## config.mk

```make
export PLATFORM = sky130hd
export DESIGN_NAME = alu_station
export DESIGN_NICKNAME = d
export VERILOG_FILES = /design/src/op_pkg.sv /design/src/rob_pkg.sv /design/src/alu_station.sv
export VERILOG_INCLUDE_DIRS = /design/src /design/src/src
export SDC_FILE = /design/constraint.sdc
export NUM_CORES = 1
export LEC_CHECK = 0
export CAP_MARGIN = 20
export CORE_MARGIN = 5
export CORE_UTILIZATION = 25
export CTS_BUF_LIST = sky130_fd_sc_hd__clkbuf_16
export DETAILED_ROUTE_END_ITERATION = 7
export DONT_BUFFER_PORTS = 1
export PLACE_DENSITY = 0.43
export RECOVER_POWER = 100
export REMOVE_ABC_BUFFERS = 1
export SYNTH_ARGS = -nofsm -noshare
export SYNTH_HDL_FRONTEND = slang
export SYNTH_SLANG_ARGS = --single-unit
export TNS_END_PERCENT = 30
```

## constraint.sdc

```tcl
create_clock -name clk -period 5.1 [get_ports clk]
set_input_delay 0 -clock clk [delete_from_list [all_inputs] [get_ports clk]]
set_output_delay 0 -clock clk [all_outputs]
set_load 0.05 [all_outputs]
```

## src/core_config.svh

```systemverilog
`ifndef CORE_CONFIG_SVH
`define CORE_CONFIG_SVH

`define XLEN      32
`define ROB_DEPTH 8   // Entry 0 is never allocated
`define TAG_W     3
`define MEM_WORDS 64  // 32-bit words

`endif

```

## src/op_pkg.sv

```systemverilog
package op_pkg;

    typedef enum logic [4:0] {
        OP_ADD  = 5'b00000,
        OP_AND  = 5'b00001,
        OP_OR   = 5'b00010,
        OP_SLL  = 5'b00011,
        OP_SRL  = 5'b00100,
        OP_SLT  = 5'b00101,
        OP_SLTU = 5'b00110,
        OP_SRA  = 5'b00111,
        OP_SUB  = 5'b01000,
        OP_XOR  = 5'b01001,
        OP_LUI  = 5'b01110,
        OP_LW   = 5'b10100,
        OP_SW   = 5'b11001,
        OP_NONE = 5'b11111
    } op_e;

    typedef enum logic [1:0] {
        CLASS_ALU,
        CLASS_LOAD,
        CLASS_STORE
    } op_class_e;

    function automatic op_class_e op_class(input op_e op);
        case (op)
            OP_LW:   return CLASS_LOAD;
            OP_SW:   return CLASS_STORE;
            default: return CLASS_ALU;
        endcase
    endfunction

endpackage

```

## src/rob_pkg.sv

```systemverilog
`include "core_config.svh"

package rob_pkg;

    // Index into the reorder buffer, 0 means no producer
    typedef logic [`TAG_W-1:0] tag_t;

    typedef enum logic [1:0] {
        ST_BUSY,        // Still executing
        ST_STORE_READY, // Address and data known, waiting for head
        ST_DONE
    } rob_state_e;

endpackage

```

## src/alu_station.sv

```systemverilog
`timescale 1ns/1ps
`include "core_config.svh"

module alu_station import op_pkg::*, rob_pkg::*; (
    input  logic              clk,
    input  logic              arst_n,
    input  logic              issue,
    input  op_e               op,
    input  logic [`XLEN-1:0]  src1_value,
    input  tag_t              src1_tag,
    input  logic [`XLEN-1:0]  src2_value,
    input  tag_t              src2_tag,
    input  tag_t              alloc_tag,
    input  logic              cdb_valid,
    input  tag_t              cdb_tag,
    input  logic [`XLEN-1:0]  cdb_value,
    input  logic              grant,
    output logic              free,
    output logic              req,
    output tag_t              req_tag,
    output logic [`XLEN-1:0]  req_value
);

    logic             valid;
    op_e              op_q;
    tag_t             tag_q;
    tag_t             t1;
    tag_t             t2;
    logic [`XLEN-1:0] v1;
    logic [`XLEN-1:0] v2;
    logic             cap1;
    logic             cap2;

    assign cap1 = cdb_valid && t1 != '0 && cdb_tag == t1;
    assign cap2 = cdb_valid && t2 != '0 && cdb_tag == t2;

    assign free    = !valid;
    assign req     = valid && t1 == '0 && t2 == '0;  // Held until grant
    assign req_tag = tag_q;

    always_comb begin
        case (op_q)
            OP_ADD:  req_value = v1 + v2;
            OP_SUB:  req_value = v1 - v2;
            OP_AND:  req_value = v1 & v2;
            OP_OR:   req_value = v1 | v2;
            OP_XOR:  req_value = v1 ^ v2;
            OP_SLL:  req_value = v1 << v2[4:0];
            OP_SRL:  req_value = v1 >> v2[4:0];
            OP_SRA:  req_value = $signed(v1) >>> v2[4:0];
            OP_SLT:  req_value = {{(`XLEN-1){1'b0}}, $signed(v1) < $signed(v2)};
            OP_SLTU: req_value = {{(`XLEN-1){1'b0}}, v1 < v2};
            OP_LUI:  req_value = v2;  // Immediate comes in already shifted
            default: req_value = '0;
        endcase
    end

    always_ff @(posedge clk or negedge arst_n) begin
        if (!arst_n) begin
            valid <= 1'b0;
            t1    <= '0;
            t2    <= '0;
        end else if (issue) begin
            valid <= 1'b1;
            t1    <= src1_tag;
            t2    <= src2_tag;
        end else begin
            if (cap1) t1 <= '0;
            if (cap2) t2 <= '0;
            if (grant) valid <= 1'b0;
        end
    end

    always_ff @(posedge clk) begin
        if (issue) begin
            op_q  <= op;
            tag_q <= alloc_tag;
            v1    <= src1_value;
            v2    <= src2_value;
        end else begin
            if (cap1) v1 <= cdb_value;
            if (cap2) v2 <= cdb_value;
        end
    end

endmodule

```

==> impl_metrics.yaml <==
power:
  power.switching_fraction_pct: 46.2
  seqPwrFrac_pct: 25.9
  internal_power_mw: 1.83
  ir_worst_vdd_uv: 145
  p_leak_nw: 6.02
  power_mw: 3.39
  comb_power_share_pct: 52.8
  cellPowerDensity_nw_per_um2: 234
  pwr-share-clk_pct: 21.3
  p_sw_mw: 1.57
timing:
  fin_skew_ps: 14.6
  finalCritPeriodShare_pct: 94.7
  setup_tns_ps: 0
  rsz0062_at_grt: "no"
  hold_viol: 0
  setup_viol: 0
  maxClockFrequency_ghz: 0.207
  min_period_ps: 4830
  whs_ps: 70.4
  slew_viol_final: 66
  slew-limit-headroom_pct: -69.6
  tightestPinTransition_ps: 2540
logic_synthesis:
  synth_area_per_cell_um2: 7.54
  synthFlopType: "edfxtp_1"
  synth-seq-area-share_pct: 19.4
  synth_cells: 1601
  synthesis.area_um2: 12100
  netlist.area_leader.share_pct: 17.9
  ys_types: 91
  synth-async-reset-ratio_pct: 8.86
  synth_seq_cells: 79
  yosys_warnings: 0
  synth_edf_count: 72
  synthTopCellsByArea: "edfxtp_1 18%, ha_1 10%, nand2_1 8.2%, mux4_2 5.8%, a21oi_1 5.6%"
  synth_top_cell_by_area: "edfxtp_1"
worst_setup_path:
  critPathSlowestCell: "o21ai_0"
  crit_required_ps: 5100
  cp.depth: 13
  cp_top_family: "compound AO/OA/AOI/OAI gates"
  cp-start-kind: "register"
  critical_path_class: "register to output pin"
  end_kind: "output pin"
  arrival_ps: 4830
  ff2ff_setup_slack_ps: 1640
  crit_top_cell: "a21oi_1"
  worstPathMaxFanout: 7
  cp_cell_sequence: "ha_1 -> inv_1 -> fa_1 -> nand2b_1 -> a21oi_1 -> o2111ai_1 -> a21oi_1 -> nor2b_2 -> o21ai_0 -> a21oi_1 -> o221a_2 -> o21ai_1 -> buf_4"
  cp_num_buf_inv: 2
  worstRegToRegCells: 6
  critical_path.max_stage_delay_ps: 850
clock_network:
  numClockSinks: 79
  cts-resized-gates: 0
  cts_tree: "built"
  clock_latency_ps: 400
  cts_max_level: 3
  cts_buffers: 9
  clk_pin_slew_ps: 70
  clock_path_buffers: 2
  cts-root-buf: "clkbuf_16"
placement:
  port_buffers: 0
  dp.cells: 2143
  dpl-instance-area_um2: 12700
  gp_congestion: 0.932
  place_hpwl_mm: 39.6
drt:
  drc_errors: 0
  viasPerCell: 5.64
  vias: 13000
  dr.pass1.iters: 6
  routed_wl_mm: 53.7
  drt_iter0_drc: 1189
  detail-route-antenna-nets: 0
  post_drt_wl_per_cell_um: 23.2
grt:
  grt_pass1_vias: 12700
  grt_pass1_wl_mm: 80.5
  gr-total-overflow: 0
  antenna_found_initial: 0
  grt.total_usage_pct: 19.7
  grt_max_degree: 111
outcome:
  status: "complete, but fails checks"
  violations: "capacitance limit, slew limit"
final_layout:
  syn_to_final_growth_pct: 20.1
  final_area_um2: 14500
  fin_nets: 1913
  drive_gt1_share_pct: 7.13
  fillers: 5049
  fin_cells: 2313
floorplanning:
  rows: 80
  die_h_um: 230
  start_util_pct: 25.3
  coreArea_um2: 47700
  dieArea_um2: 52800
  ios: 155
  fp.dieW_um: 230
flow_run:
  maxCapViolations: 2
worst_hold_path:
  whs_path_depth: 1
  hp-class: "input port to register"
synth_stat cells, drive strengths merged, types with 5 or more instances:
library cell and count:
mux2 13, a22o 8, o221a 6, o221ai 11, o21a 7, nand2 263, and3 12, a221o 17
o311ai 5, mux2i 50, a211oi 18, o22ai 19, clkbuf 78, xor2 8, o2111ai 14, nand4 9
dfrtp 7, a211o 6, inv 96, nor3 26, ha 101, a221oi 26, a31oi 18, a22oi 15
o21ai 123, nand2b 53, mux4 31, xnor2 7, a21o 14, or3 12, nand3 26, and2 6
nor2b 10, a21oi 137, o21bai 6, o211ai 13, nor4 8, buf 42, nor2 132, edfxtp 72
o31ai 10
layout by cell type (no fill, tap or decap), drive strengths merged, types with 7 or more instances in the layout:
| cell | netlist | layout |
|---|---|---|
| a21o | 14 | 14 |
| o2111ai | 14 | 14 |
| o22ai | 19 | 19 |
| nor2 | 132 | 132 |
| nand3 | 26 | 26 |
| o31ai | 10 | 10 |
| nand2b | 53 | 53 |
| nand2 | 263 | 263 |
| o221ai | 11 | 11 |
| xnor2 | 7 | 7 |
| a21oi | 137 | 137 |
| a31oi | 18 | 18 |
| dlygate4sd3 | 0 | 152 |
| edfxtp | 72 | 72 |
| nand4 | 9 | 9 |
| dfrtp | 7 | 7 |
| o21a | 7 | 7 |
| o211ai | 13 | 13 |
| inv | 96 | 97 |
| nor3 | 26 | 26 |
| and3 | 12 | 12 |
| clkbuf | 78 | 28 |
| nor2b | 10 | 10 |
| a22oi | 15 | 15 |
| nor4 | 8 | 8 |
| o21ai | 123 | 123 |
| a211oi | 18 | 18 |
| or3 | 12 | 12 |
| a221o | 17 | 17 |
| mux2i | 50 | 50 |
| buf | 42 | 32 |
| mux4 | 31 | 31 |
| a22o | 8 | 8 |
| a221oi | 26 | 26 |
| xor2 | 8 | 8 |
| mux2 | 13 | 13 |
| ha | 101 | 101 |
registers in the layout, indices dropped and copies added (netlist names):
signal   count
v2          32
t1           3
op_q         5
t2           3
v1          32
valid        1
req_tag      3
worst paths after layout:
| kind | endpoint | from |
|---|---|---|
| worst max-delay path | req_value[28] | v1[0] |
| worst min-delay path | req_tag[0] | issue |
| worst max register to register | v1[27] | t1[2] |
| worst min register to register | t2[0] | t2[0] |
| max in group asynchronous | t2[1] | arst_n |
| min in group asynchronous | t1[2] | arst_n |
per-layer routing:
| layer | track usage, % | part of all wire, % |
|---|---|---|
| met4 | 8.87 | 4.0 |
| met2 | 31.7 | 46 |
| met3 | 3.10 | 6.1 |
| met1 | 26.1 | 44 |
| met5 | 0 | 0 |
power by group through the flow:
stage | registers (mW) | logic [mW] | clock network, mW
2_1_floorplan | 0.896 | 1.14 | 0
3_3_place_gp | 0.886 | 1.66 | 0
3_5_place_dp | 0.888 | 1.66 | 0
4_1_cts | 0.875 | 1.80 | 0.763
5_1_grt | 0.887 | 1.93 | 0.778
6_report | 0.878 | 1.79 | 0.724
cell families after synthesis:
group           count (synthesis)  share of synthesized area, %
fa+ha+maj                     103                          10.8
simple gates                  576                          21.5
xor+xnor                       15                          1.09
flops                          79                          19.4
compound gates                516                          28.8
mux                            94                          11.1
buf+inv                       218                          7.32
metrics by stage:
stage	util, %	setup slack, ps
after global placement	26.6	925
after detailed placement	26.6	941
final	30.4	270
after floorplan	-	-855
after global routing	30.4	202
after CTS	30.5	463
area by class of cell:
cell class              instances  area [µm²]  area share, %
well taps                     615         769           5.31
flip-flops and latches         79        2340           16.1
clock buffers                  12         300           2.07
multi-input cells            1304        8860           61.1
clock inverters                 4        22.5          0.155
repair buffers                200        1840           12.7
inverters                      98         368           2.54
diodes                          1        2.50         0.0173
what timing repair did:
action,in CTS,in global routing
buffers inserted,0,0
hold buffers,153,0
endpoints found under the setup margin,0,0
endpoints found under the hold margin,94,0
Power figures use the tool's default switching activity.
