--- src/core_config.svh ---
`ifndef CORE_CONFIG_SVH
`define CORE_CONFIG_SVH

`define XLEN      32
`define ROB_DEPTH 8   // Entry 0 is never allocated
`define TAG_W     3
`define MEM_WORDS 64  // 32-bit words

`endif

--- src/rob_pkg.sv ---
`include "core_config.svh"

package rob_pkg;

    // Index into the reorder buffer, 0 means no producer
    typedef logic [`TAG_W-1:0] tag_t;

    typedef enum logic [1:0] {
        ST_BUSY,        // Still executing
        ST_STORE_READY, // Address and data known, waiting for head
        ST_DONE
    } rob_state_e;

endpackage

--- src/cdb_arbiter.sv ---
`timescale 1ns/1ps
`include "core_config.svh"

module cdb_arbiter import rob_pkg::*; (
    input  logic              clk,
    input  logic              arst_n,
    input  logic              alu_req,
    input  tag_t              alu_tag,
    input  logic [`XLEN-1:0]  alu_value,
    input  logic              lsu_req,
    input  tag_t              lsu_tag,
    input  logic [`XLEN-1:0]  lsu_value,
    output logic              alu_grant,
    output logic              lsu_grant,
    output logic              cdb_valid,
    output tag_t              cdb_tag,
    output logic [`XLEN-1:0]  cdb_value
);

    logic prio_lsu;  // Who wins the next tie

    assign alu_grant = alu_req && (!lsu_req || !prio_lsu);
    assign lsu_grant = lsu_req && (!alu_req || prio_lsu);
    assign cdb_valid = alu_req || lsu_req;
    assign cdb_tag   = alu_grant ? alu_tag : lsu_tag;
    assign cdb_value = alu_grant ? alu_value : lsu_value;

    always_ff @(posedge clk or negedge arst_n) begin
        if (!arst_n) begin
            prio_lsu <= 1'b0;
        end else if (alu_req && lsu_req) begin
            prio_lsu <= !prio_lsu;
        end
    end

endmodule

--- config.mk ---
export PLATFORM = sky130hd
export DESIGN_NAME = cdb_arbiter
export DESIGN_NICKNAME = d
export VERILOG_FILES = /design/src/rob_pkg.sv /design/src/cdb_arbiter.sv
export VERILOG_INCLUDE_DIRS = /design/src /design/src/src
export SDC_FILE = /design/constraint.sdc
export NUM_CORES = 1
export LEC_CHECK = 0
export ABC_AREA = 1
export ABC_CLOCK_PERIOD_IN_PS = 1900
export BUFFER_PORTS_ARGS = -buffer_cell sky130_fd_sc_hd__buf_2
export CORE_MARGIN = 1.5
export CORE_UTILIZATION = 28
export CTS_CLUSTER_SIZE = 14
export DETAILED_ROUTE_END_ITERATION = 6
export PLACE_DENSITY = 0.87
export SYNTH_ARGS = -nofsm -noshare
export SYNTH_HDL_FRONTEND = slang
export SYNTH_SLANG_ARGS = --single-unit
--- constraint.sdc ---
create_clock -name clk -period 1.9 [get_ports clk]
set_clock_uncertainty 0.2 [all_clocks]
set_input_delay 0.19 -clock clk [delete_from_list [all_inputs] [get_ports clk]]
set_output_delay 0.19 -clock clk [all_outputs]
set_load 0.01 [all_outputs]
==> results of run 1 <==
worst max path at each step:
stage	from	endpoint	cells after the start
after global placement	prio_lsu$_DFFE_PN0P_	cdb_value[30]	5
after CTS	prio_lsu$_DFFE_PN0P_	cdb_value[11]	5
final	prio_lsu$_DFFE_PN0P_	cdb_value[24]	5
after global routing	prio_lsu$_DFFE_PN0P_	cdb_value[11]	5
after detailed placement	prio_lsu$_DFFE_PN0P_	cdb_value[11]	5
after floorplan	prio_lsu$_DFFE_PN0P_	cdb_value[13]	4
final cells by class:
cell class              count  share of cell area (%)
inverters                   3                   0.976
flip-flops and latches      1                    2.17
well taps                  27                    2.93
repair buffers            115                    52.1
multi-input cells         113                    41.9
power groups by stage:
stage | clock network [mW] | registers, mW | logic (mW)
floorplan | 0 | 0.0289 | 0.210
global placement | 0 | 0.0290 | 0.373
detailed placement | 0 | 0.0295 | 0.378
CTS | 0 | 0.0295 | 0.381
global route | 0 | 0.0300 | 0.422
finish | 0 | 0.0295 | 0.378
kinds of logic after synthesis:
family                 after synthesis  synth area share (%)
and+or+nand+nor                    112                  80.9
buffers and inverters               13                  14.0
DFF                                  1                  4.24
AOI/OAI and AO/OA                    1                 0.847
timing repair:
item,in CTS,in global routing
hold buffers,1,0
setup buffers,0,0
endpoints found under the hold margin,1,0
worst register-to-register path, delay by kind of cell, from the launching register on:
kind                   cells  cell delay (ns)
buffers and inverters      1             0.06
DFF                        1             0.35
and+or+nand+nor            2             0.11
per-layer routing:
metal | track usage, % | wire, µm
met5 | 0 | 0
met4 | 2.86 | 12
met3 | 3.99 | 212
met2 | 41.3 | 1310
met1 | 21.2 | 969
cells in the final DEF, fill, tap and decap left out:
cell	count
buf_2	111
dfrtp_1	1
or2_2	1
nand2_2	1
buf_12	1
nand2_4	1
inv_1	3
nand3_1	36
buf_4	2
nand2_1	73
a21oi_1	1
dlygate4sd3_1	1
==> results.toml, run 1 <==
[outcome]
status = "finished clean"

[clock_tree]
clock_latency_ns = 0
clk_transition_reported_paths_ns = 0
cts-resized-gates = 0

[final_layout]
drive_gt1_share_pct = 50.4
finalNonFillerCells = 259
final_nets = 308
fill_cells = 208
synthToLayoutAreaGrowth_pct = 95.3
final_area_um2 = 1150
antenna_cells = 0
largest_register_ffs = 1
largestRegisters = "prio_lsu (1)"
multi_input_area_um2 = 483
final_util_pct = 58.2
seq_area_um2 = 25.0
largest_register = "prio_lsu"

[global_route]
gr-total-overflow = 0
grt_pass1_vias = 1020
grt_pass1_wl_um = 4140
grtUsageTotal_pct = 20.2
grt_max_degree = 37
antenna_found_initial = 0

[synth]
yosysTopAreaCellShare_pct = 46.4
syn_nets = 201
synthFlopType = "dfrtp_1"
ys_seq_elements = 1
yosysSeqAreaShare_pct = 4.24
synth_most_common_cell = "nand2_1"
synth_cell_type_count = 13
syn_inst = 127
synth_top_area_cell = "nand2_1"
synth.area.top_cells = "nand2_1 46%, nand3_1 31%, buf_6 5.7%, dfrtp_1 4.2%, buf_2 2.5%"
synth_commonest_cells = "73 x nand2_1, 36 x nand3_1, 3 x buf_2, 3 x buf_6, 3 x inv_1"
ys_warn_count = 0
synth.cell_area_um2 = 591
synth.avg_cell_area_um2 = 4.65
synth_edf_count = 0
async_reset_ff_share_pct = 100

[drt]
drcViolationCount = 0
routed_wirelength_um = 2500
drtAntennaViolNets = 0
wl_per_cell_um = 9.67
dr_total_vias = 1183
viasPerCell = 4.57
first_pass_iters = 4
drt-initial-drc-count = 18

[timing]
relSlewSlack_pct = 76.4
hold_viol_final = 0
hold_ws_ns = 0.295
tightest_slew_ns = 0.354
clock.fmax_mhz = 629
setup_violations = 0
min_period_ns = 1.59
period_share_pct = 83.6
grt_setup_unrepaired = "false"
maxSlewViolCount = 0
setup_slack_ns = 0.311
fin_setup_tns_ns = 0

[critical_path]
ff2ff_path_depth = 3
crit_type = "reg -> out"
cp-end-kind = "primary output"
critPathLaunchType = "register"
rrSetupSlack_ns = 1.05
timing.rr.end = "prio_lsu$_DFFE_PN0P_"
crit_path_frequent_cell = "nand2_1"
cp_data_arrival_time_ns = 1.20
cp_num_buf_inv = 1
critPathSlowestCell = "dfrtp_1"
critical-path-top-delay-family = "simple AND/OR/NAND/NOR gates"
critPathRequiredTime_ns = 1.51
crit_chain = "nand2_2 > nand2_4 > nand2_1 > nand2_1 > buf_2"
r2r_start = "prio_lsu$_DFFE_PN0P_"
critPathMaxStageDelay_ns = 0.38
worstPathMaxFanout = 36

[power]
powerDensity_nw_per_um2 = 353
p_leak_nw = 0.821
irDropWorstVdd_uv = 198
p_switching_mw = 0.208
swShare_pct = 51.1
clkPwrFrac_pct = 0
combPwrFrac_pct = 92.8
p_seq_share_pct = 7.2
total_power_mw = 0.408
internal-power_mw = 0.199

[min_path]
hold_path_end = "prio_lsu$_DFFE_PN0P_"
hp-class = "in -> reg"
hp-start = "lsu_req"
hold_path_depth = 3

[floorplan]
rows = 16
core_um2 = 1980
start_util_pct = 29.8
fp.dieW_um = 48.9
ioPinCount = 112
die_area_um2 = 2390
die_h_um = 48.9

[placed_design]
place_ws_ns = 0.310
place_area_um2 = 1140
io_buffers = 111
placed_cells = 258
gp_congestion = 0.701
place_hpwl_um = 1990

[run]
cap_violations = 0
Power figures use the tool's default switching activity.
==> run 2, diff against run 1 <==
--- a/config.mk
+++ b/config.mk
@@ -7,13 +7,13 @@
 export NUM_CORES = 1
 export LEC_CHECK = 0
 export ABC_AREA = 1
-export ABC_CLOCK_PERIOD_IN_PS = 1900
+export ABC_CLOCK_PERIOD_IN_PS = 1300
 export BUFFER_PORTS_ARGS = -buffer_cell sky130_fd_sc_hd__buf_2
 export CORE_MARGIN = 1.5
-export CORE_UTILIZATION = 28
+export CORE_UTILIZATION = 23
 export CTS_CLUSTER_SIZE = 14
 export DETAILED_ROUTE_END_ITERATION = 6
-export PLACE_DENSITY = 0.87
+export PLACE_DENSITY = 0.76
 export SYNTH_ARGS = -nofsm -noshare
 export SYNTH_HDL_FRONTEND = slang
 export SYNTH_SLANG_ARGS = --single-unit
==> constraint.sdc (replaced) <==
create_clock -name clk -period 1.3 [get_ports clk]
set_clock_uncertainty 0.2 [all_clocks]
set_input_delay 0.13 -clock clk [delete_from_list [all_inputs] [get_ports clk]]
set_output_delay 0.13 -clock clk [all_outputs]
set_load 0.01 [all_outputs]
==> run 2 against run 1 <==
Compared with the run above: core utilization decreased by 9.2 points; worst setup slack worse by 0.29 ns; largest cell class unchanged; sequential share of layout area shrank 0.090 points; first-iteration DRC count increased by 5.6%; die area rose by 20%; worst hold slack lost 0.056 ns; combinational power grew 53%; final cell count grew 3.1%.
==> results.toml, run 2 (synthesis results as in run 1) <==
[outcome]
status = "finished clean"

[placed_design]
place_area_um2 = 1170
gp_congestion = 0.729
place_ws_ns = -0.0738
place_hpwl_um = 1920
io_buffers = 111

[floorplan]
core_um2 = 2450
rows = 18
ioPinCount = 112
die_area_um2 = 2880
die_h_um = 53.7
start_util_pct = 24.1
fp.dieW_um = 53.7

[critical_path]
cp_data_arrival_time_ns = 0.95
worstPathMaxFanout = 36
cp-end-kind = "primary output"
critPathLaunchType = "register"
crit_type = "reg -> out"
crit_chain = "nand2_4 > nand2_8 > nand2_1 > nand2_1 > buf_2"
critPathMaxStageDelay_ns = 0.38
critPathRequiredTime_ns = 0.97
critPathSlowestCell = "dfrtp_1"
crit_path_frequent_cell = "nand2_1"

[timing]
setup_violations = 0
relSlewSlack_pct = 85.7
tightest_slew_ns = 0.214
clock.fmax_mhz = 779
maxSlewViolCount = 0
period_share_pct = 98.7
min_period_ns = 1.28
hold_viol_final = 0
setup_slack_ns = 0.0164
grt_setup_unrepaired = "true"

[final_layout]
largest_register = "prio_lsu"
antenna_cells = 0
final_common_cell = "buf_2"
final_area_um2 = 1200
final_nets = 313
fill_cells = 287
layout_common_cells = "111 x buf_2, 73 x nand2_1, 36 x nand3_1"
drive_gt1_share_pct = 51.5
final_util_pct = 49.0
largest_register_ffs = 1
largestRegisters = "prio_lsu (1)"
synthToLayoutAreaGrowth_pct = 104

[global_route]
antenna_found_initial = 0
gr-total-overflow = 0
grt_max_degree = 37
grtUsageTotal_pct = 14.2
grt_pass1_wl_um = 3330
grt_pass1_vias = 853

[run]
cap_violations = 0

[clock_tree]
clk_transition_reported_paths_ns = 0
clock_latency_ns = 0
cts_post_setup_buffers_inserted = 0

[power]
irDropWorstVdd_uv = 218
total_power_mw = 0.623
p_leak_nw = 0.847
powerDensity_nw_per_um2 = 517

[drt]
drcViolationCount = 0
routed_wirelength_um = 2330
drtAntennaViolNets = 0
dr_total_vias = 1161
wl_per_cell_um = 8.74
viasPerCell = 4.35
drt-initial-drc-count = 19
first_pass_iters = 4

[min_path]
hp-class = "in -> reg"
-- run 2: cell count changes in the layout (fill, tap and decap cells not counted) --
cell | before | now
buf_4 | 2 | 6
nand2_8 | 0 | 1
nand2_2 | 1 | 0
buf_6 | 0 | 2
buf_12 | 1 | 0
-- run 2: final cells by class --
cell class | count | area, µm² | share of cell area (%)
timing repair buffer | 120 | 633 | 52.6
sequential | 1 | 25.0 | 2.08
multi-input combinational | 113 | 497 | 41.3
inverter | 3 | 11.3 | 0.936
tap | 30 | 37.5 | 3.12
-- run 2: worst max-delay path: cells and delay by family (launching register included) --
family	cells	cell delay [ns]
flip-flops	1	0.38
buffers and inverters	1	0.13
AND/OR/NAND/NOR	4	0.43
-- run 2: where the power goes --
group,internal [mW],leakage [nW],switching (mW)
registers,0.0378,0.0121,0.00597
logic,0.275,0.835,0.304
clock network,0,0,0
total,0.313,0.847,0.310
-- run 2: layer usage --
metal,wire length [µm],vias up,GRT usage [%]
li1,-,628,-
met1,889,488,16.4
met2,1260,45,29.9
met3,181,0,0.278
met4,0,0,0
met5,0,-,0
-- run 2: through the flow --
stage / std cells / TNS [ns] / hold WS, ns
6_report: 267 / 0 / 0.239
5_1_grt: 267 / -1.81 / 0.256
4_1_cts: 267 / 0 / 0.243
3_5_place_dp: 266 / -2.28 / -0.293
3_3_place_gp: 266 / -1.33 / -0.293
2_1_floorplan: 127 / 0 / -0.366
-- run 2: path summary, 6_finish.rpt --
kind	startpoint	end	slack, ns	cells after the start
max	prio_lsu$_DFFE_PN0P_	cdb_value[24]	0.02	5
min	lsu_req	prio_lsu$_DFFE_PN0P_	0.24	3
max reg2reg	prio_lsu$_DFFE_PN0P_	prio_lsu$_DFFE_PN0P_	0.34	4
min reg2reg	prio_lsu$_DFFE_PN0P_	prio_lsu$_DFFE_PN0P_	0.42	3
max in group asynchronous	arst_n	prio_lsu$_DFFE_PN0P_	0.57	2
min in group asynchronous	arst_n	prio_lsu$_DFFE_PN0P_	0.25	2
-- run 2: what timing repair did --
| action | CTS | global route |
|---|---|---|
| endpoints found under the hold margin | 1 | 0 |
| gates resized for setup | 3 | 1 |
| pin swaps | 0 | 1 |
| setup endpoints to repair | 35 | 35 |
| hold buffers | 1 | 0 |
==> run 3, diff against run 2 <==
--- a/config.mk
+++ b/config.mk
@@ -6,13 +6,14 @@
 export SDC_FILE = /design/constraint.sdc
 export NUM_CORES = 1
 export LEC_CHECK = 0
-export ABC_AREA = 1
 export ABC_CLOCK_PERIOD_IN_PS = 1300
 export BUFFER_PORTS_ARGS = -buffer_cell sky130_fd_sc_hd__buf_2
+export CORE_ASPECT_RATIO = 0.5
 export CORE_MARGIN = 1.5
-export CORE_UTILIZATION = 23
+export CORE_UTILIZATION = 24
 export CTS_CLUSTER_SIZE = 14
 export DETAILED_ROUTE_END_ITERATION = 6
+export GPL_ROUTABILITY_DRIVEN = 1
 export PLACE_DENSITY = 0.76
 export SYNTH_ARGS = -nofsm -noshare
 export SYNTH_HDL_FRONTEND = slang
==> run 3 against run 2 <==
Compared with the run above: combinational power grew 87%; worst setup slack lost 0.32 ns; flip-flop and latch count did not move; the run now ends with negative setup slack left; synthesized cell count down 64%; largest power group unchanged; wire length is 11% higher; largest cell class unchanged; worst hold slack got worse by 0.011 ns; critical path type unchanged; final area up 20%.
==> results.toml, run 3 <==
[timing]
maxSlewViolCount = 0
period_share_pct = 123
fin_setup_tns_ns = -9.67
min_period_ns = 1.60
tightest_slew_ns = 0.189
grt_setup_unrepaired = "true"
hold_viol_final = 0
clock.fmax_mhz = 625
setup_slack_ns = -0.300
relSlewSlack_pct = 87.4
setup_violations = 35

[critical_path]
cp_data_arrival_time_ns = 1.27
crit_type = "reg -> out"
worstPathMaxFanout = 16
r2r_start = "prio_lsu$_DFFE_PN0P_"
startpoint = "prio_lsu$_DFFE_PN0P_"
critPathRequiredTime_ns = 0.97
critPathLaunchType = "register"
cp-end-kind = "primary output"

[drt]
viasPerCell = 4.00
wl_per_cell_um = 13.5
drt-initial-drc-count = 11
drcViolationCount = 0
first_pass_iters = 2
routed_wirelength_um = 2590
drtAntennaViolNets = 0
dr_total_vias = 768

[floorplan]
die_h_um = 39.5
start_util_pct = 27.0
ioPinCount = 112
rows = 12
core_um2 = 2370
die_area_um2 = 3010
fp.dieW_um = 76.1

[min_path]
hp-start = "alu_req"
hp-class = "in -> reg"

[synth]
synth.avg_cell_area_um2 = 13.9
yosysSeqAreaShare_pct = 3.91
syn_nets = 120
synth.cell_area_um2 = 641
syn_inst = 46
ys_warn_count = 0
synthFlopType = "dfrtp_1"
synth_edf_count = 0
yosysTopAreaCellShare_pct = 68.0
async_reset_ff_share_pct = 100
synth_most_common_cell = "mux2_4"
synth_cell_type_count = 11
ys_seq_elements = 1
synth_commonest_cells = "29 x mux2_4, 6 x mux2_2, 3 x buf_12"
synth.area.top_cells = "mux2_4 68%, mux2_2 11%, buf_12 9.4%, dfrtp_1 3.9%, a21boi_2 1.8%"
synth_top_area_cell = "mux2_4"

[final_layout]
drive_gt1_share_pct = 96.2
layout_common_cells = "79 x buf_2, 32 x mux2_4, 32 x buf_6"
largestRegisters = "prio_lsu (1)"
fill_cells = 209
final_common_cell = "buf_2"
synthToLayoutAreaGrowth_pct = 126
final_nets = 233
largest_register_ffs = 1
antenna_cells = 0
largest_register = "prio_lsu"
finalNonFillerCells = 192

[global_route]
grt_max_degree = 21
gr-total-overflow = 0
grt_pass1_wl_um = 3530
grt_pass1_vias = 720
antenna_found_initial = 0
grtUsageTotal_pct = 15.0

[outcome]
failed_checks = "negative setup slack"
status = "finished with violations"

[clock_tree]
clk_transition_reported_paths_ns = 0
clock_latency_ns = 0

[placed_design]
io_buffers = 111
placed_cells = 191
gp_congestion = 0.783

[power]
irDropWorstVdd_uv = 576
powerDensity_nw_per_um2 = 789
p_leak_nw = 0.829

[run]
cap_violations = 0
[run 3: changes by cell type in the layout (fill, tap and decap cells not counted), moves of 2 or more]
cell / delta
buf_2: -32
buf_12: +2
mux2_4: +32
mux2_2: +3
buf_6: +30
nand2_1: -72
inv_1: -2
buf_4: -5
nand3_1: -36
[run 3: power by group]
group | internal [mW] | switching, mW
Sequential | 0.0480 | 0.0154
Combinational | 0.688 | 0.389
Clock | 0 | 0
[run 3: kinds of logic after synthesis]
group / after synthesis / share of synthesized area, %
multiplexers: 35 / 78.5
buffers and inverters: 5 / 11.7
AO/OA/AOI/OAI: 2 / 2.93
XOR/XNOR: 1 / 1.37
flip-flops: 1 / 3.91
AND/OR/NAND/NOR: 2 / 1.56
[run 3: worst paths after layout]
path	slack (ns)	cells after the start	to
max	-0.30	4	cdb_value[1]
min	0.23	3	prio_lsu$_DFFE_PN0P_
max reg2reg	0.33	2	prio_lsu$_DFFE_PN0P_
min reg2reg	0.41	2	prio_lsu$_DFFE_PN0P_
max in group asynchronous	0.57	2	prio_lsu$_DFFE_PN0P_
min in group asynchronous	0.24	2	prio_lsu$_DFFE_PN0P_
[run 3: metal layers]
layer / vias to the layer above / global-route usage [%] / part of all wire (%)
met5: - / 0 / 0
met4: 0 / 2.31 / 0.74
met3: 2 / 0.465 / 0.85
met2: 11 / 34.7 / 60
met1: 363 / 16.3 / 38
li1: 392 / - / -
[run 3: what timing repair did]
action,in CTS,in global routing
hold buffers,1,0
endpoints found under the setup margin,36,36
endpoints found under the hold margin,1,0
cloned,0,0
buffers inserted,0,0
resized for setup,34,1
pin swaps,0,0
[run 3: stage by stage]
stage	instance area [µm²]	hold WS (ns)	utilization, %	setup slack [ns]	power (mW)
final	1450	0.228	60.9	-0.300	1.14
after CTS	1440	0.235	60.8	-0.298	1.14
after floorplan	641	-0.366	-	-0.174	0.637
after global routing	1450	0.252	60.9	-0.338	1.20
after global placement	1220	-0.294	51.6	-0.286	0.914
after detailed placement	1220	-0.292	51.6	-0.308	0.932
[run 3: layout make-up]
type                            instances  area, µm²  share of cell area [%]
Timing Repair Buffer                  115        813                    56.3
Multi-Input combinational cell         40        559                    38.7
Tap cell                               35       43.8                    3.03
Sequential cell                         1       25.0                    1.73
Inverter                                1       3.75                   0.260
[run 3: critical path, cell delays in order (launching register included)]
cell and delay [ns]:
dfrtp_1 0.38, a21boi_4 0.21, buf_12 0.20, mux2_2 0.34, buf_2 0.14
