--- src/core_config.svh ---
`ifndef CORE_CONFIG_SVH
`define CORE_CONFIG_SVH

`define XLEN      32
`define ROB_DEPTH 8   // Entry 0 is never allocated
`define TAG_W     3
`define MEM_WORDS 64  // 32-bit words

`endif

--- src/op_pkg.sv ---
package op_pkg;

    typedef enum logic [4:0] {
        OP_ADD  = 5'b00000,
        OP_AND  = 5'b00001,
        OP_OR   = 5'b00010,
        OP_SLL  = 5'b00011,
        OP_SRL  = 5'b00100,
        OP_SLT  = 5'b00101,
        OP_SLTU = 5'b00110,
        OP_SRA  = 5'b00111,
        OP_SUB  = 5'b01000,
        OP_XOR  = 5'b01001,
        OP_LUI  = 5'b01110,
        OP_LW   = 5'b10100,
        OP_SW   = 5'b11001,
        OP_NONE = 5'b11111
    } op_e;

    typedef enum logic [1:0] {
        CLASS_ALU,
        CLASS_LOAD,
        CLASS_STORE
    } op_class_e;

    function automatic op_class_e op_class(input op_e op);
        case (op)
            OP_LW:   return CLASS_LOAD;
            OP_SW:   return CLASS_STORE;
            default: return CLASS_ALU;
        endcase
    endfunction

endpackage

--- src/rob_pkg.sv ---
`include "core_config.svh"

package rob_pkg;

    // Index into the reorder buffer, 0 means no producer
    typedef logic [`TAG_W-1:0] tag_t;

    typedef enum logic [1:0] {
        ST_BUSY,        // Still executing
        ST_STORE_READY, // Address and data known, waiting for head
        ST_DONE
    } rob_state_e;

endpackage

--- src/rob.sv ---
`timescale 1ns/1ps
`include "core_config.svh"

module rob import op_pkg::*, rob_pkg::*; (
    input  logic              clk,
    input  logic              arst_n,
    input  logic              dispatch_valid,
    input  op_e               op,
    input  logic [4:0]        rd,
    input  logic              alu_free,
    input  logic              lsu_free,
    input  logic              cdb_valid,
    input  tag_t              cdb_tag,
    input  logic [`XLEN-1:0]  cdb_value,
    output logic              dispatch_ready,
    output logic              dispatch_fire,
    output logic              alu_issue,
    output logic              lsu_issue,
    output tag_t              alloc_tag,
    output logic              commit_valid,
    output logic [4:0]        commit_rd,
    output logic [`XLEN-1:0]  commit_value,
    output tag_t              commit_tag,
    output logic              store_commit
);

    localparam tag_t LAST = tag_t'(`ROB_DEPTH - 1);

    op_e              op_q    [`ROB_DEPTH];
    logic [4:0]       rd_q    [`ROB_DEPTH];
    logic [`XLEN-1:0] value_q [`ROB_DEPTH];
    rob_state_e       state_q [`ROB_DEPTH];

    tag_t       head;
    tag_t       tail;
    tag_t       count;  // Usable entries are 1..LAST
    op_class_e  cls;
    logic       full;
    logic       head_valid;

    function automatic tag_t next_tag(input tag_t t);
        return (t == LAST) ? tag_t'(1) : t + 1'b1;
    endfunction

    assign cls  = op_class(op);
    assign full = (count == LAST);

    assign dispatch_ready = !full && ((cls == CLASS_ALU) ? alu_free : lsu_free);
    assign dispatch_fire  = dispatch_valid && dispatch_ready;
    assign alu_issue      = dispatch_fire && (cls == CLASS_ALU);
    assign lsu_issue      = dispatch_fire && (cls != CLASS_ALU);
    assign alloc_tag      = tail;

    // Head state is stale when the buffer is empty
    assign head_valid   = (count != '0);
    assign store_commit = head_valid && (state_q[head] == ST_STORE_READY);
    assign commit_valid = head_valid &&
                          (state_q[head] == ST_DONE || state_q[head] == ST_STORE_READY);
    assign commit_rd    = rd_q[head];
    assign commit_value = store_commit ? '0 : value_q[head];
    assign commit_tag   = head;

    always_ff @(posedge clk or negedge arst_n) begin
        if (!arst_n) begin
            head  <= tag_t'(1);
            tail  <= tag_t'(1);
            count <= '0;
            for (int i = 0; i < `ROB_DEPTH; i++) begin
                state_q[i] <= ST_BUSY;
            end
        end else begin
            if (dispatch_fire) begin
                state_q[tail] <= ST_BUSY;
                tail          <= next_tag(tail);
            end
            if (cdb_valid) begin
                if (op_class(op_q[cdb_tag]) == CLASS_STORE) begin
                    state_q[cdb_tag] <= ST_STORE_READY;
                end else begin
                    state_q[cdb_tag] <= ST_DONE;
                end
            end
            if (commit_valid) begin
                head <= next_tag(head);
            end
            case ({dispatch_fire, commit_valid})
                2'b10:   count <= count + 1'b1;
                2'b01:   count <= count - 1'b1;
                default: count <= count;
            endcase
        end
    end

    always_ff @(posedge clk) begin
        if (dispatch_fire) begin
            op_q[tail] <= op;
            rd_q[tail] <= (cls == CLASS_STORE) ? 5'd0 : rd;  // Stores write no register
        end
        if (cdb_valid) begin
            value_q[cdb_tag] <= cdb_value;
        end
    end

endmodule

--- config.mk ---
export PLATFORM = sky130hd
export DESIGN_NAME = rob
export DESIGN_NICKNAME = d
export VERILOG_FILES = /design/src/op_pkg.sv /design/src/rob_pkg.sv /design/src/rob.sv
export VERILOG_INCLUDE_DIRS = /design/src /design/src/src
export SDC_FILE = /design/constraint.sdc
export NUM_CORES = 1
export LEC_CHECK = 0
export BUFFER_PORTS_ARGS = -buffer_cell sky130_fd_sc_hd__buf_4
export CORE_UTILIZATION = 45
export CTS_CLUSTER_DIAMETER = 100
export DETAILED_ROUTE_END_ITERATION = 10
export GPL_TIMING_DRIVEN = 1
export HOLD_SLACK_MARGIN = 0.15
export PLACE_DENSITY = 0.7
export SLEW_MARGIN = 20
export SYNTH_ARGS = -nofsm -noshare
export SYNTH_HDL_FRONTEND = slang
export SYNTH_SLANG_ARGS = --single-unit
--- constraint.sdc ---
create_clock -name clk -period 5 [get_ports clk]
set_input_delay 0.5 -clock clk [delete_from_list [all_inputs] [get_ports clk]]
set_output_delay 0.5 -clock clk [all_outputs]
set_load 0.005 [all_outputs]
==> results of run 1 <==
==> metrics by stage <==
stage          cell area, µm²  worst slack [ns]
2_1_floorplan           14220             1.472
3_3_place_gp            15490             1.415
3_5_place_dp            15490             1.312
4_1_cts                 16760            0.8509
5_1_grt                 16760            0.6673
6_report                16760            0.9463
==> sequential cells by signal, indices dropped and copies added (netlist names) <==
register / flops
value_q: 256
op_q: 40
rd_q: 40
state_q: 16
alloc_tag: 3
commit_tag: 3
count: 3
==> final cells by class <==
| type | count | area [µm²] |
|---|---|---|
| tap | 396 | 495.5 |
| sequential | 361 | 10730 |
| clock inverter | 18 | 261.5 |
| timing repair buffer | 114 | 858.3 |
| fill | 2346 | 14070 |
| clock buffer | 49 | 991.0 |
| multi-input combinational | 285 | 3367 |
| inverter | 17 | 63.81 |
==> power by group through the flow <==
stage / Sequential [mW] / Clock (mW) / Combinational [mW]
finish: 3.74 / 2.81 / 2.45
floorplan: 3.65 / 0 / 1.68
CTS: 3.74 / 2.87 / 2.50
global route: 3.77 / 2.98 / 2.68
global placement: 3.80 / 0 / 2.46
detailed placement: 3.81 / 0 / 2.49
==> routing by layer <==
metal / vias to the layer above / track usage [%]
li1: 3075 / -
met3: 38 / 3.120
met2: 176 / 28.11
met1: 3540 / 23.43
met5: - / 0
met4: 0 / 5.310
==> synthesized netlist by cell type, types with 5 or more instances <==
| cell | n |
|---|---|
| buf_1 | 5 |
| buf_2 | 11 |
| edfxtp_1 | 336 |
| o21ai_0 | 5 |
| o22ai_1 | 9 |
| nand3_1 | 5 |
| mux2i_1 | 39 |
| nand2b_1 | 8 |
| nor2_1 | 38 |
| ha_1 | 6 |
| dfrtp_1 | 23 |
| clkbuf_1 | 18 |
| nand2_1 | 18 |
| nor2b_1 | 11 |
| mux4_2 | 80 |
| nor3_1 | 6 |
| inv_1 | 17 |
| mux2_2 | 11 |
==> cells by family after synthesis <==
kind of cell	after synthesis	share of synthesized area (%)
compound gates	36	1.891
xor+xnor	3	0.1847
fa+ha+maj	7	0.6685
buf+inv	52	1.522
flops	361	75.35
mux	130	16.28
simple gates	109	4.108
==> worst paths after layout <==
path | startpoint | end | slack, ns | depth (start not counted)
setup / recovery | commit_tag[0]$_DFFE_PN1P_ | commit_value[9] | 0.95 | 6
hold / removal | cdb_value[15] | value_q[4][15]$_DFFE_PP_ | 0.21 | 1
setup reg to reg | commit_tag[0]$_DFFE_PN1P_ | count[2]$_DFFE_PN0P_ | 1.37 | 10
hold reg to reg | count[2]$_DFFE_PN0P_ | count[2]$_DFFE_PN0P_ | 0.51 | 1
max in group asynchronous | arst_n | commit_tag[0]$_DFFE_PN1P_ | 4.26 | 2
min in group asynchronous | arst_n | alloc_tag[2]$_DFFE_PN0N_ | 0.43 | 2
==> cells in the final DEF, fill, tap and decap left out, types with 4 or more instances in the layout <==
master     count
a21oi_1        4
buf_4        113
bufinv_16      6
clkbuf_1      10
clkbuf_16     37
clkinv_2       5
dfrtp_1       21
edfxtp_1     336
ha_1           6
inv_1         17
mux2_2        11
mux2i_1       39
mux4_2        80
nand2_1       18
nand2b_1       8
nand3_1        5
nor2_1        38
nor2b_1       10
nor3_1         6
nor4_4         4
o21ai_0        5
o22ai_1        9
o2bb2ai_1      4
o41ai_1        4
==> impl_metrics.json, run 1 <==
{
  "cp.required_ns": 4.50,
  "synthFlopType": "edfxtp_1",
  "place_hpwl_um": 15260,
  "worst_pin_slew_ns": 1.117,
  "synthTopCellsByArea": "edfxtp_1 (71%), mux4_2 (13%), dfrtp_1 (4.0%), mux2i_1 (2.7%), nor2_1 (1.0%)",
  "core-area_mm2": 0.03083,
  "ys_seq_area_share_pct": 75.35,
  "layout-drive-gt1-share_pct": 32.70,
  "firstDrtPassIters": 7,
  "cts_buffers": 37,
  "finalCriticalPeriod_ns": 4.054,
  "path_cells": "mux4_2 > mux2i_1 > ha_1 > nor2b_4 > nor2_1 > buf_4",
  "holdWs_ns": 0.2077,
  "p_switching_mw": 2.408,
  "cp_slowest_cell": "dfstp_4",
  "criticalPathCategory": "flop to output pin",
  "violations": "DRC",
  "comb_power_share_pct": 27.2,
  "path_clk_slew_ns": 0.06,
  "syn2layout_area_growth_pct": 17.85,
  "ant_nets": 0,
  "slew_headroom_pct": 25.52,
  "drt_iter0_drc": 412,
  "start_kind": "flop",
  "cts_buffer_depth": 3,
  "synth-edff-count": 336,
  "synth_area_leader_cell": "edfxtp_1",
  "synthArstFlopShare_pct": 6.925,
  "grt_pass1_wl_um": 41950,
  "utilization_pct": 54.37,
  "worstPathArrival_ns": 3.55,
  "synth_area_per_cell_um2": 20.38,
  "wl_met2_um": 13160,
  "antenna_found_initial": 0,
  "synth_nets": 756,
  "pwr-share-clk_pct": 31.3,
  "setup_viol": 0,
  "synthesis.area_mm2": 0.01422,
  "ioPinCount": 100,
  "post-cts-setup-buffers": 0,
  "io_buffers": 99,
  "swShare_pct": 26.76,
  "clock_latency_ns": 0.52,
  "dp_cells": 1172,
  "crit_path_max_fanout": 34,
  "p_int_mw": 6.588,
  "fp.dieArea_mm2": 0.03233,
  "route.detailed.drc": 6,
  "start_util_pct": 46.14,
  "max_freq_mhz": 246.7,
  "drt-wirelength-per-cell_um": 21.91,
  "wl_met3_um": 1433,
  "cts_sinks": 361,
  "routed_via_density": 5.507,
  "cts_tree": "yes",
  "p_leak_nw": 5.808,
  "fin_worst_skew_ns": 0.009271,
  "hold_buffers": 1,
  "slowest_delay_ns": 0.99,
  "finalSetupTns_ns": 0,
  "synth_top_area_share_pct": 70.93,
  "routedLengthMet1_um": 12070,
  "syn_inst": 698,
  "cts-root-buf": "clkbuf_16",
  "slew_viol_final": 0,
  "grt_use_total_pct": 17.13,
  "via_count": 6829,
  "cp-end-kind": "output pin",
  "wl_um": 27170,
  "cp_num_buf_inv": 1,
  "p_seq_share_pct": 41.5,
  "grt_max_degree": 78,
  "cts_resized": 0,
  "worstHoldPathType": "input pin to flop",
  "row_count": 64,
  "yosysUniqueCellTypes": 49,
  "critPathTopFamily": "flip-flops",
  "top_layer": "met4",
  "power.density_mw_per_mm2": 536.6,
  "maxCapViolations": 0,
  "rsz0062_at_grt": "no",
  "total_power_mw": 8.996,
  "gp_congestion": 0.7485,
  "final_cells": 1240,
  "nets": 874,
  "synth_seq_cells": 361,
  "chipHeight_um": 179.8,
  "antennaDiodeCount": 0,
  "peakVddDrop_v": 0.0003569,
  "grt_pass1_vias": 7148,
  "grt.overflow.total": 0,
  "timing.final.crit_share_pct": 81.07,
  "ys_warn_count": 0,
  "status": "finished, violations left",
  "htree_levels": 2,
  "hold_viol_final": 0,
  "fp.dieW_um": 179.8
}
Note: power is estimated with default switching activity, not from simulation.
==> inputs of run 2 (changes only) <==
- PLACE_DENSITY: 0.7 -> 0.73
- clock period: 5 -> 3.4 ns (I/O delays scaled with it)
==> run 2 against run 1 <==
The run still ends with DRC left. Hold slack improved by 0.071 ns. Critical endpoint is now commit_value[13]. Sequential cell count did not move. Clock skew rose by 0.00072 ns. First-iteration DRC count rose by 42%. Setup slack got worse by 0.70 ns. Clock power rose by 28%. Sequential share of layout area fell by 1.0 points. Critical path depth rose by 1.
==> impl_metrics.json, run 2 (synthesis gave the netlist of run 1 again) <==
{
  "peakVddDrop_v": 0.0006002,
  "drt_iter0_drc": 587,
  "reg2regPathDepth": 10,
  "r2r_slack_ns": 0.31,
  "ant_nets": 0,
  "worstHoldPathType": "input pin to async pin",
  "worstReg2RegEnd": "count[2]$_DFFE_PN0P_",
  "finalCriticalPeriod_ns": 3.154,
  "syn2layout_area_growth_pct": 19.79,
  "layout-drive-gt1-share_pct": 31.50,
  "slowest_delay_ns": 0.68,
  "cts_buffers": 36,
  "clock_latency_ns": 0.51,
  "largest-register": "value_q",
  "slew_headroom_pct": 27.62,
  "stdcell_area_mm2": 0.01704,
  "cp_slowest_cell": "dfstp_4",
  "criticalPathCategory": "flop to output pin",
  "place_hpwl_um": 15240,
  "grt_pass1_vias": 7576,
  "finalSetupTns_ns": 0,
  "gp_congestion": 0.8201,
  "grt_max_degree": 78,
  "rsz0062_at_grt": "no",
  "htree_levels": 2,
  "placedInstanceArea_mm2": 0.01552,
  "grt.overflow.total": 0,
  "grt_use_total_pct": 17.72,
  "power.density_mw_per_mm2": 753.5,
  "fp.dieArea_mm2": 0.03233,
  "antenna_found_initial": 0,
  "row_count": 64,
  "cts-root-buf": "clkbuf_16",
  "cp-end-kind": "output pin",
  "grt_pass1_wl_um": 43390,
  "status": "finished, violations left",
  "firstDrtPassIters": 7,
  "nets": 921,
  "layout_common_cells": "edfxtp_1 (336), buf_4 (120), mux4_2 (80), mux2i_1 (39)",
  "io_buffers": 99,
  "wl_um": 28000,
  "start_kind": "flop",
  "fp.dieW_um": 179.8,
  "crit_path_max_fanout": 14,
  "max_freq_mhz": 317.0,
  "chipHeight_um": 179.8,
  "worst_pin_slew_ns": 1.086,
  "drt-wirelength-per-cell_um": 21.77,
  "cts_tree": "yes",
  "fillers": 2288,
  "core-area_mm2": 0.03083,
  "start_util_pct": 46.14,
  "largest_reg_flops": 256,
  "multi_input_area_mm2": 0.003343,
  "cts_sinks": 361,
  "setup_viol": 0,
  "cp.required_ns": 3.06,
  "path_clk_slew_ns": 0.06,
  "p_leak_nw": 5.934,
  "hold_viol_final": 0,
  "ioPinCount": 100,
  "path_cells": "mux4_2 > mux2_2 > ha_1 > nor2b_4 > buf_12 > nor2_1 > buf_4",
  "via_count": 7118,
  "route.detailed.drc": 12,
  "timing.final.crit_share_pct": 92.78,
  "reg2reg_from": "commit_tag[0]$_DFFE_PN1P_",
  "routed_via_density": 5.535,
  "cts_buffer_depth": 3,
  "seq_area_mm2": 0.01073,
  "slew_viol_final": 0,
  "layout_commonest_cell": "edfxtp_1",
  "largest_registers": "value_q: 256 flops, op_q: 40 flops, rd_q: 40 flops",
  "maxCapViolations": 0,
  "worstPathArrival_ns": 2.81,
  "violations": "DRC",
  "fin_worst_skew_ns": 0.009991
}
[run 2: layout make-up]
class                   count  area share, %
repair buffers            161          7.871
well taps                 396          2.908
flip-flops and latches    361          62.95
inverters                  17         0.3745
clock buffers              44          5.463
multi-input cells         286          19.62
clock inverters            20         0.8004
diodes                      1        0.01469
[run 2: how the worst max path moves through the flow]
stage	startpoint	to	cells past startpoint
global route	commit_tag[0]$_DFFE_PN1P_	commit_value[30]	7
CTS	commit_tag[0]$_DFFE_PN1P_	commit_value[30]	6
detailed placement	commit_tag[0]$_DFFE_PN1P_	count[2]$_DFFE_PN0P_	10
finish	commit_tag[0]$_DFFE_PN1P_	commit_value[13]	7
floorplan	commit_tag[0]$_DFFE_PN1P_	count[2]$_DFFE_PN0P_	12
global placement	commit_tag[0]$_DFFE_PN1P_	count[2]$_DFFE_PN0P_	10
[run 2: stage by stage]
stage               hold slack (ns)  power, mW  setup WS (ns)  util (%)  cells
floorplan                   0.04441      7.846       0.004418         -    698
global placement             0.2656      9.242         0.4303     50.35   1178
detailed placement           0.2640      9.296         0.3323     50.35   1178
CTS                          0.2591      12.98        0.03745     55.17   1283
global route                 0.2803      13.50         0.1112     55.26   1285
finish                       0.2784      12.84         0.2455     55.27   1286
[run 2: worst max-delay path, delay by kind of cell, from the launching register on]
family	cells	cell delay, ns
AND/OR/NAND/NOR	2	0.28
adder cells (fa/ha/maj)	1	0.24
multiplexers	2	0.77
buffers and inverters	2	0.33
flip-flops	1	0.68
[run 2: metal layers]
metal	global-route usage, %	part of all wire, %	vias up
met2	29.93	50	194
li1	-	-	3174
met1	23.34	42	3700
met3	3.059	5.0	50
met5	0	0	-
met4	6.069	2.2	0
[run 2: what timing repair did]
action                                 in CTS  in global routing
cloned                                      1                  0
setup endpoints to repair                  33                 16
endpoints found under the hold margin     321                  0
hold buffers                               38                  0
setup buffers                               2                  2
gates resized for setup                     1                  0
[run 2: power breakdown]
| part | internal, mW | total [mW] | switching (mW) | leakage, nW |
|---|---|---|---|---|
| logic | 2.07 | 3.86 | 1.79 | 2.05 |
| registers | 5.20 | 5.37 | 0.172 | 3.36 |
| clock network | 2.03 | 3.61 | 1.58 | 0.523 |
==> inputs of run 3 (changes only) <==
- CTS_BUF_LIST: unset -> sky130_fd_sc_hd__clkbuf_4 sky130_fd_sc_hd__clkbuf_8
- CTS_CLUSTER_SIZE: unset -> 10
==> run 3 against run 2 <==
Critical path depth unchanged. Setup slack got worse by 0.041 ns. Utilization decreased by 0.94 points. Count of clock-buffer cells in the layout increased by 18. Register-to-register slack about the same. The run still ends with DRC left. First-iteration DRC count decreased by 13%. Sequential share of layout area increased by 1.1 points. Fmax decreased by 1.3%.
==> impl_metrics.json, run 3 (synthesis gave the netlist of run 1 again) <==
{
  "wl_um": 27590,
  "fin_worst_skew_ns": 0.03500,
  "min_path_cells": 3,
  "slowest_delay_ns": 0.69,
  "start_kind": "flop",
  "via_count": 7035,
  "largest-register": "value_q",
  "total_power_mw": 12.01,
  "slew_headroom_pct": 28.01,
  "gp_congestion": 0.8201,
  "min_to": "state_q[8]$_DFF_PN0_",
  "drt-wirelength-per-cell_um": 21.42,
  "cp_slowest_cell": "dfstp_4",
  "cts_buffer_depth": 3,
  "clock_latency_ns": 0.56,
  "place_hpwl_um": 15240,
  "timing.final.crit_share_pct": 93.98,
  "fp.dieArea_mm2": 0.03233,
  "nets": 927,
  "io_buffers": 99,
  "crit_path_max_fanout": 14,
  "criticalPathCategory": "flop to output pin",
  "ant_nets": 0,
  "setup_slack_ns": 0.2047,
  "cts-root-buf": "clkbuf_8",
  "worstHoldPathType": "input pin to flop",
  "route.detailed.drc": 12,
  "drt_iter0_drc": 510,
  "path_clk_slew_ns": 0.07,
  "violations": "DRC",
  "hold_viol_final": 0,
  "layout_common_cells": "edfxtp_1 (336), buf_4 (119), mux4_2 (80), clkbuf_8 (42), mux2i_1 (39)",
  "chipHeight_um": 179.8,
  "status": "finished, violations left",
  "worstPathArrival_ns": 2.86,
  "htree_levels": 2,
  "firstDrtPassIters": 8,
  "worstReg2RegEnd": "count[2]$_DFFE_PN0P_",
  "cp-end-kind": "output pin",
  "cp_num_buf_inv": 2,
  "routed_via_density": 5.462,
  "ioPinCount": 100,
  "largest_reg_flops": 256,
  "antenna_found_initial": 0,
  "utilization_pct": 54.33,
  "reg2regPathDepth": 10,
  "layout_commonest_cell": "edfxtp_1",
  "grt_use_total_pct": 17.64,
  "fp.dieW_um": 179.8,
  "cp.required_ns": 3.06,
  "grt_pass1_vias": 7665,
  "syn2layout_area_growth_pct": 17.76,
  "worst_pin_slew_ns": 1.080,
  "p_leak_nw": 5.823,
  "setup_viol": 0,
  "power.density_mw_per_mm2": 717.2,
  "maxCapViolations": 0,
  "largest_registers": "value_q: 256 flops, op_q: 40 flops, rd_q: 40 flops",
  "cts_tree": "yes",
  "grt.overflow.total": 0,
  "finalSetupTns_ns": 0,
  "path_cells": "mux4_2 > mux2_2 > ha_1 > nor2b_4 > buf_12 > nor2_1 > buf_4",
  "cts_buffers": 42,
  "r2r_slack_ns": 0.30,
  "pre_cts_slack_ns": 0.3323,
  "cts_sinks": 361,
  "row_count": 64,
  "min_from": "cdb_valid",
  "core-area_mm2": 0.03083,
  "max_freq_mhz": 313.0,
  "reg2reg_from": "commit_tag[0]$_DFFE_PN1P_",
  "slew_viol_final": 0,
  "grt_pass1_wl_um": 43280,
  "finalCriticalPeriod_ns": 3.195,
  "peakVddDrop_v": 0.0005508,
  "grt_max_degree": 78,
  "start_util_pct": 46.14,
  "layout-drive-gt1-share_pct": 33.45,
  "rsz0062_at_grt": "no",
  "critPathTopFamily": "multiplexers"
}
run 3: cell types whose count changed in the layout (fill, tap and decap cells not counted):
cell / delta
buf_4: -1
clkinv_1: -8
clkbuf_4: +20
clkinv_2: -6
buf_12: +1
clkbuf_1: -8
inv_6: -1
bufinv_16: -1
clkbuf_8: +42
clkbuf_16: -36
run 3: per-stage QoR:
step	hold WS [ns]	cells	area [µm²]
6_report	0.2193	1288	16750
5_1_grt	0.2078	1287	16750
4_1_cts	0.2006	1287	16750
3_5_place_dp	0.2640	1178	15520
3_3_place_gp	0.2656	1178	15520
2_1_floorplan	0.04441	698	14230
run 3: routing by layer:
layer | track usage (%) | up-vias | part of all wire [%]
met5 | 0 | - | 0
met2 | 29.67 | 182 | 50
met4 | 6.483 | 0 | 2.5
li1 | - | 3174 | -
met1 | 23.33 | 3634 | 43
met3 | 2.816 | 45 | 4.7
run 3: worst register-to-register path, stage by stage, from the launching register on:
cell,delay [ns]
dfstp_4,0.69
mux4_2,0.50
mux2_2,0.28
ha_1,0.29
nor2_1,0.17
ha_1,0.21
inv_1,0.06
fa_1,0.37
xor2_1,0.15
nor2_1,0.15
xor2_1,0.15
run 3: power breakdown:
group          switching (mW)  internal [mW]  leakage (nW)
logic                    1.79           2.08          2.06
registers               0.171           5.19          3.36
clock network            1.42           1.37         0.409
run 3: worst max path at each step:
stage                                         start                    to  slack [ns]  cells past startpoint
final                     commit_tag[0]$_DFFE_PN1P_      commit_value[13]        0.20                      7
after global routing      commit_tag[0]$_DFFE_PN1P_       commit_value[9]        0.06                      7
after CTS                 commit_tag[0]$_DFFE_PN1P_      commit_value[13]        0.16                      7
after detailed placement  commit_tag[0]$_DFFE_PN1P_  count[2]$_DFFE_PN0P_        0.33                     10
after global placement    commit_tag[0]$_DFFE_PN1P_  count[2]$_DFFE_PN0P_        0.43                     10
after floorplan           commit_tag[0]$_DFFE_PN1P_  count[2]$_DFFE_PN0P_       0.004                     12
run 3: layout make-up:
| type | count | area (µm²) |
|---|---|---|
| Inverter | 17 | 63.81 |
| Timing Repair Buffer | 161 | 1354 |
| Antenna cell | 1 | 2.502 |
| Fill cell | 2329 | 14080 |
| Multi-Input combinational cell | 286 | 3343 |
| Tap cell | 396 | 495.5 |
| Clock buffer | 62 | 728.2 |
| Clock inverter | 4 | 37.54 |
| Sequential cell | 361 | 10730 |
run 3: timing repair:
action	in CTS	in global routing
endpoints found under the hold margin	321	0
setup endpoints to repair	33	0
gates resized for setup	1	0
setup buffers	4	0
hold buffers	38	0
